==> src/verilog/rv_core_cfg.svh <==
`ifndef RV_CORE_CFG_SVH
`define RV_CORE_CFG_SVH

// data path and address width
`define RV_XLEN 32

// architectural register file size
`define RV_REG_COUNT 32
`define RV_REG_IDX_W 5

// first fetch address after reset
`define RV_RESET_PC 32'h0000_0000

// sequential fetch step, one 32-bit instruction
`define RV_PC_STEP 32'd4

`endif

==> src/verilog/rv_core_pkg.sv <==
`include "rv_core_cfg.svh"

package rv_core_pkg;

  // major opcodes handled by this core
  typedef enum logic [6:0] {
    OP_LUI    = 7'b01_101_11,
    OP_IMM    = 7'b00_100_11,
    OP_REG    = 7'b01_100_11,
    OP_BRANCH = 7'b11_000_11,
    OP_SYSTEM = 7'b11_100_11
  } opcode_e;

  typedef enum logic [3:0] {
    ALU_ADD,
    ALU_SUB,
    ALU_SLL,
    ALU_SLT,
    ALU_SLTU,
    ALU_XOR,
    ALU_SRL,
    ALU_SRA,
    ALU_OR,
    ALU_AND,
    ALU_PASS_B
  } alu_op_e;

  typedef enum logic [2:0] {
    BR_NONE,
    BR_EQ,
    BR_NE,
    BR_LT,
    BR_GE,
    BR_LTU,
    BR_GEU
  } branch_e;

  typedef struct packed {
    logic [`RV_REG_IDX_W-1:0] rs1;
    logic [`RV_REG_IDX_W-1:0] rs2;
    logic [`RV_REG_IDX_W-1:0] rd;
    alu_op_e                  alu_op;
    logic                     use_imm;
    logic [`RV_XLEN-1:0]      imm;
    logic                     reg_we;
    branch_e                  branch;
    logic [`RV_XLEN-1:0]      br_offset;
    logic                     is_ecall;
  } decoded_t;

  // all three compare operand a against operand b
  typedef struct packed {
    logic zero;
    logic lt_signed;
    logic lt_unsigned;
  } alu_flags_t;

  typedef struct packed {
    logic                     valid;
    logic [`RV_REG_IDX_W-1:0] rd;
    logic [`RV_XLEN-1:0]      data;
  } retire_t;

endpackage

==> src/verilog/rv_decode.sv <==
`timescale 1ns/1ps
`include "rv_core_cfg.svh"

module rv_decode (
  input  logic [`RV_XLEN-1:0] i_insn,
  output rv_core_pkg::decoded_t o_dec
);

  rv_core_pkg::opcode_e opcode;
  logic [2:0]           funct3;
  logic [6:0]           funct7;
  logic [`RV_XLEN-1:0]  imm_i;
  logic [`RV_XLEN-1:0]  imm_b;
  logic [`RV_XLEN-1:0]  imm_u;

  // shared funct3 mapping for register-immediate and register-register ops
  function automatic rv_core_pkg::alu_op_e alu_from_funct3(input logic [2:0] f3,
                                                           input logic alt);
    rv_core_pkg::alu_op_e op;
    case (f3)
      3'b000:  op = alt ? rv_core_pkg::ALU_SUB : rv_core_pkg::ALU_ADD;
      3'b001:  op = rv_core_pkg::ALU_SLL;
      3'b010:  op = rv_core_pkg::ALU_SLT;
      3'b011:  op = rv_core_pkg::ALU_SLTU;
      3'b100:  op = rv_core_pkg::ALU_XOR;
      3'b101:  op = alt ? rv_core_pkg::ALU_SRA : rv_core_pkg::ALU_SRL;
      3'b110:  op = rv_core_pkg::ALU_OR;
      default: op = rv_core_pkg::ALU_AND;
    endcase
    return op;
  endfunction

  assign opcode = rv_core_pkg::opcode_e'(i_insn[6:0]);
  assign funct3 = i_insn[14:12];
  assign funct7 = i_insn[31:25];

  // sltiu also takes the sign-extended immediate, compared unsigned
  assign imm_i = {{(`RV_XLEN-12){i_insn[31]}}, i_insn[31:20]};
  assign imm_b = {{(`RV_XLEN-13){i_insn[31]}}, i_insn[31], i_insn[7], i_insn[30:25],
                  i_insn[11:8], 1'b0};
  assign imm_u = {i_insn[31:12], 12'b0};

  always_comb begin
    o_dec           = '0;
    o_dec.rs1       = i_insn[19:15];
    o_dec.rs2       = i_insn[24:20];
    o_dec.rd        = i_insn[11:7];
    o_dec.alu_op    = rv_core_pkg::ALU_ADD;
    o_dec.branch    = rv_core_pkg::BR_NONE;
    o_dec.imm       = imm_i;
    o_dec.br_offset = imm_b;

    case (opcode)
      rv_core_pkg::OP_LUI: begin
        o_dec.alu_op  = rv_core_pkg::ALU_PASS_B;
        o_dec.use_imm = 1'b1;
        o_dec.imm     = imm_u;
        o_dec.reg_we  = 1'b1;
      end
      rv_core_pkg::OP_IMM: begin
        o_dec.use_imm = 1'b1;
        o_dec.alu_op  = alu_from_funct3(funct3, (funct3 == 3'b101) && funct7[5]);
        // shift encodings only allow 0x00 or 0x20 in the upper bits
        if (funct3 == 3'b001) begin
          o_dec.reg_we = (funct7 == 7'h00);
        end else if (funct3 == 3'b101) begin
          o_dec.reg_we = (funct7 == 7'h00) || (funct7 == 7'h20);
        end else begin
          o_dec.reg_we = 1'b1;
        end
      end
      rv_core_pkg::OP_REG: begin
        o_dec.alu_op = alu_from_funct3(funct3, funct7[5]);
        o_dec.reg_we = (funct7 == 7'h00) ||
                       ((funct7 == 7'h20) && ((funct3 == 3'b000) || (funct3 == 3'b101)));
      end
      rv_core_pkg::OP_BRANCH: begin
        // use_imm stays low so the alu compares rs1 with rs2
        case (funct3)
          3'b000:  o_dec.branch = rv_core_pkg::BR_EQ;
          3'b001:  o_dec.branch = rv_core_pkg::BR_NE;
          3'b100:  o_dec.branch = rv_core_pkg::BR_LT;
          3'b101:  o_dec.branch = rv_core_pkg::BR_GE;
          3'b110:  o_dec.branch = rv_core_pkg::BR_LTU;
          3'b111:  o_dec.branch = rv_core_pkg::BR_GEU;
          default: o_dec.branch = rv_core_pkg::BR_NONE;
        endcase
      end
      rv_core_pkg::OP_SYSTEM: begin
        o_dec.is_ecall = (i_insn[31:7] == '0);
      end
      default: begin
        // unknown opcode, falls through as a plain pc+4
      end
    endcase
  end

  // a branch never writes the register file
  always_comb begin
    assert (!(o_dec.reg_we && (o_dec.branch != rv_core_pkg::BR_NONE)));
  end

endmodule

==> src/verilog/rv_alu.sv <==
`timescale 1ns/1ps
`include "rv_core_cfg.svh"

module rv_alu (
  input  rv_core_pkg::decoded_t   i_dec,
  input  logic [`RV_XLEN-1:0]     i_rs1_data,
  input  logic [`RV_XLEN-1:0]     i_rs2_data,
  output logic [`RV_XLEN-1:0]     o_result,
  output rv_core_pkg::alu_flags_t o_flags
);

  logic [`RV_XLEN-1:0] op_a;
  logic [`RV_XLEN-1:0] op_b;
  logic [`RV_XLEN-1:0] diff;
  logic [4:0]          shamt;
  logic                overflow;

  assign op_a  = i_rs1_data;
  assign op_b  = i_dec.use_imm ? i_dec.imm : i_rs2_data;
  assign shamt = op_b[4:0];
  assign diff  = op_a - op_b;

  // signed overflow of a - b, corrects the sign bit for slt and blt
  assign overflow = (op_a[`RV_XLEN-1] != op_b[`RV_XLEN-1]) &&
                    (diff[`RV_XLEN-1] != op_a[`RV_XLEN-1]);

  assign o_flags.zero        = (diff == '0);
  assign o_flags.lt_signed   = diff[`RV_XLEN-1] ^ overflow;
  assign o_flags.lt_unsigned = (op_a < op_b);

  always_comb begin
    case (i_dec.alu_op)
      rv_core_pkg::ALU_ADD:    o_result = op_a + op_b;
      rv_core_pkg::ALU_SUB:    o_result = diff;
      rv_core_pkg::ALU_SLL:    o_result = op_a << shamt;
      rv_core_pkg::ALU_SLT:    o_result = {{(`RV_XLEN-1){1'b0}}, o_flags.lt_signed};
      rv_core_pkg::ALU_SLTU:   o_result = {{(`RV_XLEN-1){1'b0}}, o_flags.lt_unsigned};
      rv_core_pkg::ALU_XOR:    o_result = op_a ^ op_b;
      rv_core_pkg::ALU_SRL:    o_result = op_a >> shamt;
      rv_core_pkg::ALU_SRA:    o_result = $unsigned($signed(op_a) >>> shamt);
      rv_core_pkg::ALU_OR:     o_result = op_a | op_b;
      rv_core_pkg::ALU_AND:    o_result = op_a & op_b;
      rv_core_pkg::ALU_PASS_B: o_result = op_b;
      default:                 o_result = op_a + op_b;
    endcase
  end

endmodule

==> src/verilog/rv_regfile.sv <==
`timescale 1ns/1ps
`include "rv_core_cfg.svh"

module rv_regfile (
  input  logic                  clk,
  input  logic                  rst,
  input  rv_core_pkg::decoded_t i_dec,
  input  logic                  i_commit,
  input  logic [`RV_XLEN-1:0]   i_wr_data,
  output logic [`RV_XLEN-1:0]   o_rs1_data,
  output logic [`RV_XLEN-1:0]   o_rs2_data,
  output rv_core_pkg::retire_t  o_retire
);

  logic [`RV_XLEN-1:0] regs [`RV_REG_COUNT];
  logic                wr_en;

  // x0 is never written, so it keeps its reset value of zero
  assign wr_en = i_commit && i_dec.reg_we && (i_dec.rd != '0);

  always_ff @(posedge clk or posedge rst) begin
    if (rst) begin
      for (int i = 0; i < `RV_REG_COUNT; i++) begin
        regs[i] <= '0;
      end
    end else if (wr_en) begin
      regs[i_dec.rd] <= i_wr_data;
    end
  end

  always_ff @(posedge clk or posedge rst) begin
    if (rst) begin
      o_retire <= '0;
    end else begin
      o_retire.valid <= wr_en;
      o_retire.rd    <= i_dec.rd;
      o_retire.data  <= i_wr_data;
    end
  end

  assign o_rs1_data = regs[i_dec.rs1];
  assign o_rs2_data = regs[i_dec.rs2];

  // a reported write never targets x0
  assert property (@(posedge clk) disable iff (rst)
    o_retire.valid |-> (o_retire.rd != '0));

endmodule

==> src/verilog/rv_fetch.sv <==
`timescale 1ns/1ps
`include "rv_core_cfg.svh"

module rv_fetch (
  input  logic                    clk,
  input  logic                    rst,
  input  rv_core_pkg::decoded_t   i_dec,
  input  rv_core_pkg::alu_flags_t i_flags,
  output logic [`RV_XLEN-1:0]     o_pc,
  output logic                    o_commit,
  output logic                    o_halt
);

  logic                taken;
  logic [`RV_XLEN-1:0] pc_next;

  // branch condition from the rs1 vs rs2 compare
  always_comb begin
    case (i_dec.branch)
      rv_core_pkg::BR_EQ:  taken = i_flags.zero;
      rv_core_pkg::BR_NE:  taken = !i_flags.zero;
      rv_core_pkg::BR_LT:  taken = i_flags.lt_signed;
      rv_core_pkg::BR_GE:  taken = !i_flags.lt_signed;
      rv_core_pkg::BR_LTU: taken = i_flags.lt_unsigned;
      rv_core_pkg::BR_GEU: taken = !i_flags.lt_unsigned;
      default:             taken = 1'b0;
    endcase
  end

  assign pc_next  = taken ? (o_pc + i_dec.br_offset) : (o_pc + `RV_PC_STEP);
  assign o_commit = !o_halt;

  // the ecall itself still steps the pc, then everything freezes until reset
  always_ff @(posedge clk or posedge rst) begin
    if (rst) begin
      o_pc   <= `RV_RESET_PC;
      o_halt <= 1'b0;
    end else if (o_commit) begin
      o_pc   <= pc_next;
      o_halt <= i_dec.is_ecall;
    end
  end

  assert property (@(posedge clk) disable iff (rst) o_pc[1:0] == 2'b00);

  // once halted, pc and halt stay put
  assert property (@(posedge clk) disable iff (rst)
    o_halt |=> o_halt && $stable(o_pc));

endmodule

==> src/verilog/rv_core_top.sv <==
`timescale 1ns/1ps
`include "rv_core_cfg.svh"

module rv_core_top (
  input  logic                 clk,
  input  logic                 rst,
  input  logic [`RV_XLEN-1:0]  i_insn,
  output logic [`RV_XLEN-1:0]  o_pc,
  output logic                 o_halt,
  output rv_core_pkg::retire_t o_retire
);

  rv_core_pkg::decoded_t   dec;
  rv_core_pkg::alu_flags_t flags;
  logic [`RV_XLEN-1:0]     rs1_data;
  logic [`RV_XLEN-1:0]     rs2_data;
  logic [`RV_XLEN-1:0]     alu_result;
  logic                    commit;

  rv_decode u_decode (
    .i_insn (i_insn),
    .o_dec  (dec)
  );

  // register file write data comes straight from the alu
  rv_regfile u_regfile (
    .clk        (clk),
    .rst        (rst),
    .i_dec      (dec),
    .i_commit   (commit),
    .i_wr_data  (alu_result),
    .o_rs1_data (rs1_data),
    .o_rs2_data (rs2_data),
    .o_retire   (o_retire)
  );

  rv_alu u_alu (
    .i_dec      (dec),
    .i_rs1_data (rs1_data),
    .i_rs2_data (rs2_data),
    .o_result   (alu_result),
    .o_flags    (flags)
  );

  rv_fetch u_fetch (
    .clk      (clk),
    .rst      (rst),
    .i_dec    (dec),
    .i_flags  (flags),
    .o_pc     (o_pc),
    .o_commit (commit),
    .o_halt   (o_halt)
  );

endmodule

==> config.mk <==
export PLATFORM = sky130hd
export DESIGN_NAME = rv_core_top
export DESIGN_NICKNAME = d
export VERILOG_FILES = /design/src/verilog/rv_core_pkg.sv /design/src/verilog/rv_decode.sv /design/src/verilog/rv_alu.sv /design/src/verilog/rv_regfile.sv /design/src/verilog/rv_fetch.sv /design/src/verilog/rv_core_top.sv
export VERILOG_INCLUDE_DIRS = /design/src /design/src/verilog
export SDC_FILE = /design/constraint.sdc
export NUM_CORES = 2
export LEC_CHECK = 0
export BUFFER_PORTS_ARGS = -buffer_cell sky130_fd_sc_hd__buf_2
export CAP_MARGIN = 20
export CORE_MARGIN = 2
export CORE_UTILIZATION = 55
export DETAILED_ROUTE_END_ITERATION = 6
export PLACE_DENSITY = 0.74
export SLEW_MARGIN = 20
export SYNTH_ARGS = -nofsm -noshare
export SYNTH_HDL_FRONTEND = slang
export SYNTH_SLANG_ARGS = --single-unit
==> constraint.sdc <==
create_clock -name clk -period 41.3 [get_ports clk]
set_input_delay 6.195 -clock clk [delete_from_list [all_inputs] [get_ports clk]]
set_output_delay 6.195 -clock clk [all_outputs]
set_load 0.005 [all_outputs]
==> results.txt <==
Status: finished, violations left
Failing checks: DRC
Crit path max-delay family: compound AO/OA/AOI/OAI gates
CP Data Required Time: 41.93 ns
Drt drc: 1
Resized cells post-CTS: 0
CTS tree: yes
Area contributors post-synth: dfrtp_1 (40%), mux4_2 (21%), nand2_1 (5.9%)
Synth area leader: dfrtp_1
Finish-stage setup viols: 0
Grt ovf: 0
Area grow syn2layout: 7.99%
RSZ-0062 raised after global routing: false
Main synth FF type: dfrtp_1
Vias per cell: 7.13
Fmax: 63.8 MHz
Final hold slack: 0.397 ns
Slew Viols, Final: 0
XOR/XNOR share of the synthesized area: 0.684%
Fin crit share: 37.9%
Placement Setup Slack: 24.91 ns
Post-Syn Instances: 6561
Clock Sinks: 1094
First-pass DRT Iterations: 7
Fin worst setup slack: 25.63 ns
Port buffer count: 103
Critical path's largest stage delay: 0.71 ns
Initial antenna violation count: 8
VDD IR max: 0.0341 mV
Initial core utilization: 55.6%
TNS Setup: 0 ns
Setup CP Type: in -> reg
Commonest cells in the netlist: dfrtp_1 (1094), nand2_1 (1058), o21ai_0 (688)
Slew HR: 15.7%
Number of synthesized flops with an enable pin: 0
Nets: 6474
Die Y: 355 um
Hold buffers post-CTS: 0
Chip width: 355 um
Overall Global Routing Usage: 40.5%
Syn Nets: 6727
Hold Violations, Final: 0
Wire per inst: 31.8 um
Routed wire length: 255000 um
Placed inst area: 0.0692 sq mm
Syn_area_per_cell: 10.3 sq um
# fillers: 9893
Worst-Skew Late Latency: 0.77 ns
Hold/Removal Path Class: reg -> reg
Non-Filler Instances: 8024
Register area: 0.0274 sq mm
Multiplexer share of the synthesized area: 24.6%
Max Buffers Root-to-Sink: 3
First-pass GRT wire length: 375000 um
Core region area: 0.122 sq mm
Layout cell share with drive strength beyond 1: 20.2%
Final setup skew: 0.0440 ns
1st-iter DRT viols: 8283
H-Tree Depth: 3
Largest net degree at the start of global routing: 167
Yosys reg bits: 1094
Reg clk slew, reported paths: 0.06 ns
Leakage: 31.5 nW
Max-cap violations: 0
I/O pin cnt: 105
Full die area: 0.126 sq mm
GPL Wtd Cong: 1.08
CP bufs+invs: 5
Yosys synthesis warning count: 0
Post-synthesis adder-cell area fraction: 2.48%
Slew of the pin with the lowest slew margin: 1.26 ns
Area taken by multi-input logic gates: 0.0374 sq mm
Tot Pwr: 2.35 mW
Pwr dens: 32.1 mW/mm^2
Post-route cell area: 0.0733 sq mm
Count leader, synth: dfrtp_1
Mapped Area: 0.0679 sq mm
Core Util, Final: 60.1%
Post-route ant nets: 0
Fraction of registers with async set/reset: 100%
Largest family of logic cells by synthesized area: multiplexers
TritonCTS Buffers: 113
Placed instance count: 7816
Post-CTS setup buffer count: 0
Library cells used by synthesis: 106
Top-area cell type share of the netlist area: 40.3%
Critical path arrival: 16.30 ns
Setup crit start kind: primary input
Critical Path Fanout Max: 71
Cell Rows: 128
Tmin final: 15.67 ns
Post-synthesis sequential area ratio: 40.3%
Clk root buf: clkbuf_16
Crit. End Element: flip-flop
Worst path slowest cell: buf_4
Synth Area in Compound Gates: 15.9%
Simple-Gate Fraction of Synth Area: 11.0%
Vias: 57.2k
Hpwl dp: 165000 um
Vias in the first global route: 55.4k
[sequential cells by signal (all words and copies together), names as in the netlist]
name / flops
u_fetch.o_halt: 1
u_regfile.regs: 1024
u_regfile.o_retire: 38
u_fetch.o_pc: 31
[power by group]
part | internal (mW) | switching (mW) | total, mW
Clock | 0.645 | 0.456 | 1.10
Combinational | 0.0528 | 0.126 | 0.179
Sequential | 1.07 | 0.000516 | 1.07
[kinds of logic after synthesis]
logic type / after synthesis
AO/OA/AOI/OAI: 1808
XOR/XNOR: 53
adder cells (fa/ha/maj): 132
buffers and inverters: 797
flip-flops: 1094
multiplexers: 866
other: 1
AND/OR/NAND/NOR: 1810
[routing by layer]
metal / up-vias / GRT usage, % / part of all wire, %
li1: 23500 / - / -
met1: 28700 / 55.1 / 37
met2: 4086 / 58.4 / 43
met3: 863 / 12.5 / 13
met4: 6 / 21.8 / 6.2
met5: - / 0 / 0.014
[final cells by class]
class	count	share of cell area, %
Multi-Input combinational cell	4670	51.1
Sequential cell	1094	37.4
Clock buffer	155	4.33
Tap cell	1625	2.77
Timing Repair Buffer	262	2.51
Clock inverter	50	1.08
Inverter	167	0.869
Antenna cell	1	0.00341
[path summary, 6_finish.rpt]
| kind | cells after the start | slack, ns | from | end |
|---|---|---|---|---|
| setup / recovery | 27 | 25.63 | i_insn[15] | u_fetch.o_pc[26] |
| hold / removal | 0 | 0.40 | u_regfile.regs[1010] | u_regfile.regs[1010] |
| setup reg to reg | 25 | 32.52 | u_regfile.regs[291] | u_fetch.o_pc[26] |
| hold reg to reg | 0 | 0.40 | u_regfile.regs[1010] | u_regfile.regs[1010] |
| max in group asynchronous | 5 | 32.48 | rst | u_fetch.o_pc[30] |
| min in group asynchronous | 2 | 5.59 | rst | u_regfile.regs[457] |
[cell usage in the layout, fill, tap and decap left out, drive strengths merged, types with 16 or more instances in the layout]
cell type  count
a211oi        41
a21o          42
a21oi        471
a221oi        37
a22oi         19
a31oi         31
and2          23
and3          31
buf          262
bufinv        17
clkbuf       155
clkinv        28
dfrtp       1094
ha           128
inv          167
mux2          57
mux2i        179
mux4         630
nand2       1058
nand2b        16
nand3         57
nand4         23
nor2         465
nor3          54
o211ai        32
o21a          23
o21ai        849
o22ai         25
o31ai         52
or3           22
xnor2         39
No activity file was read; power rests on OpenSTA's default activity.
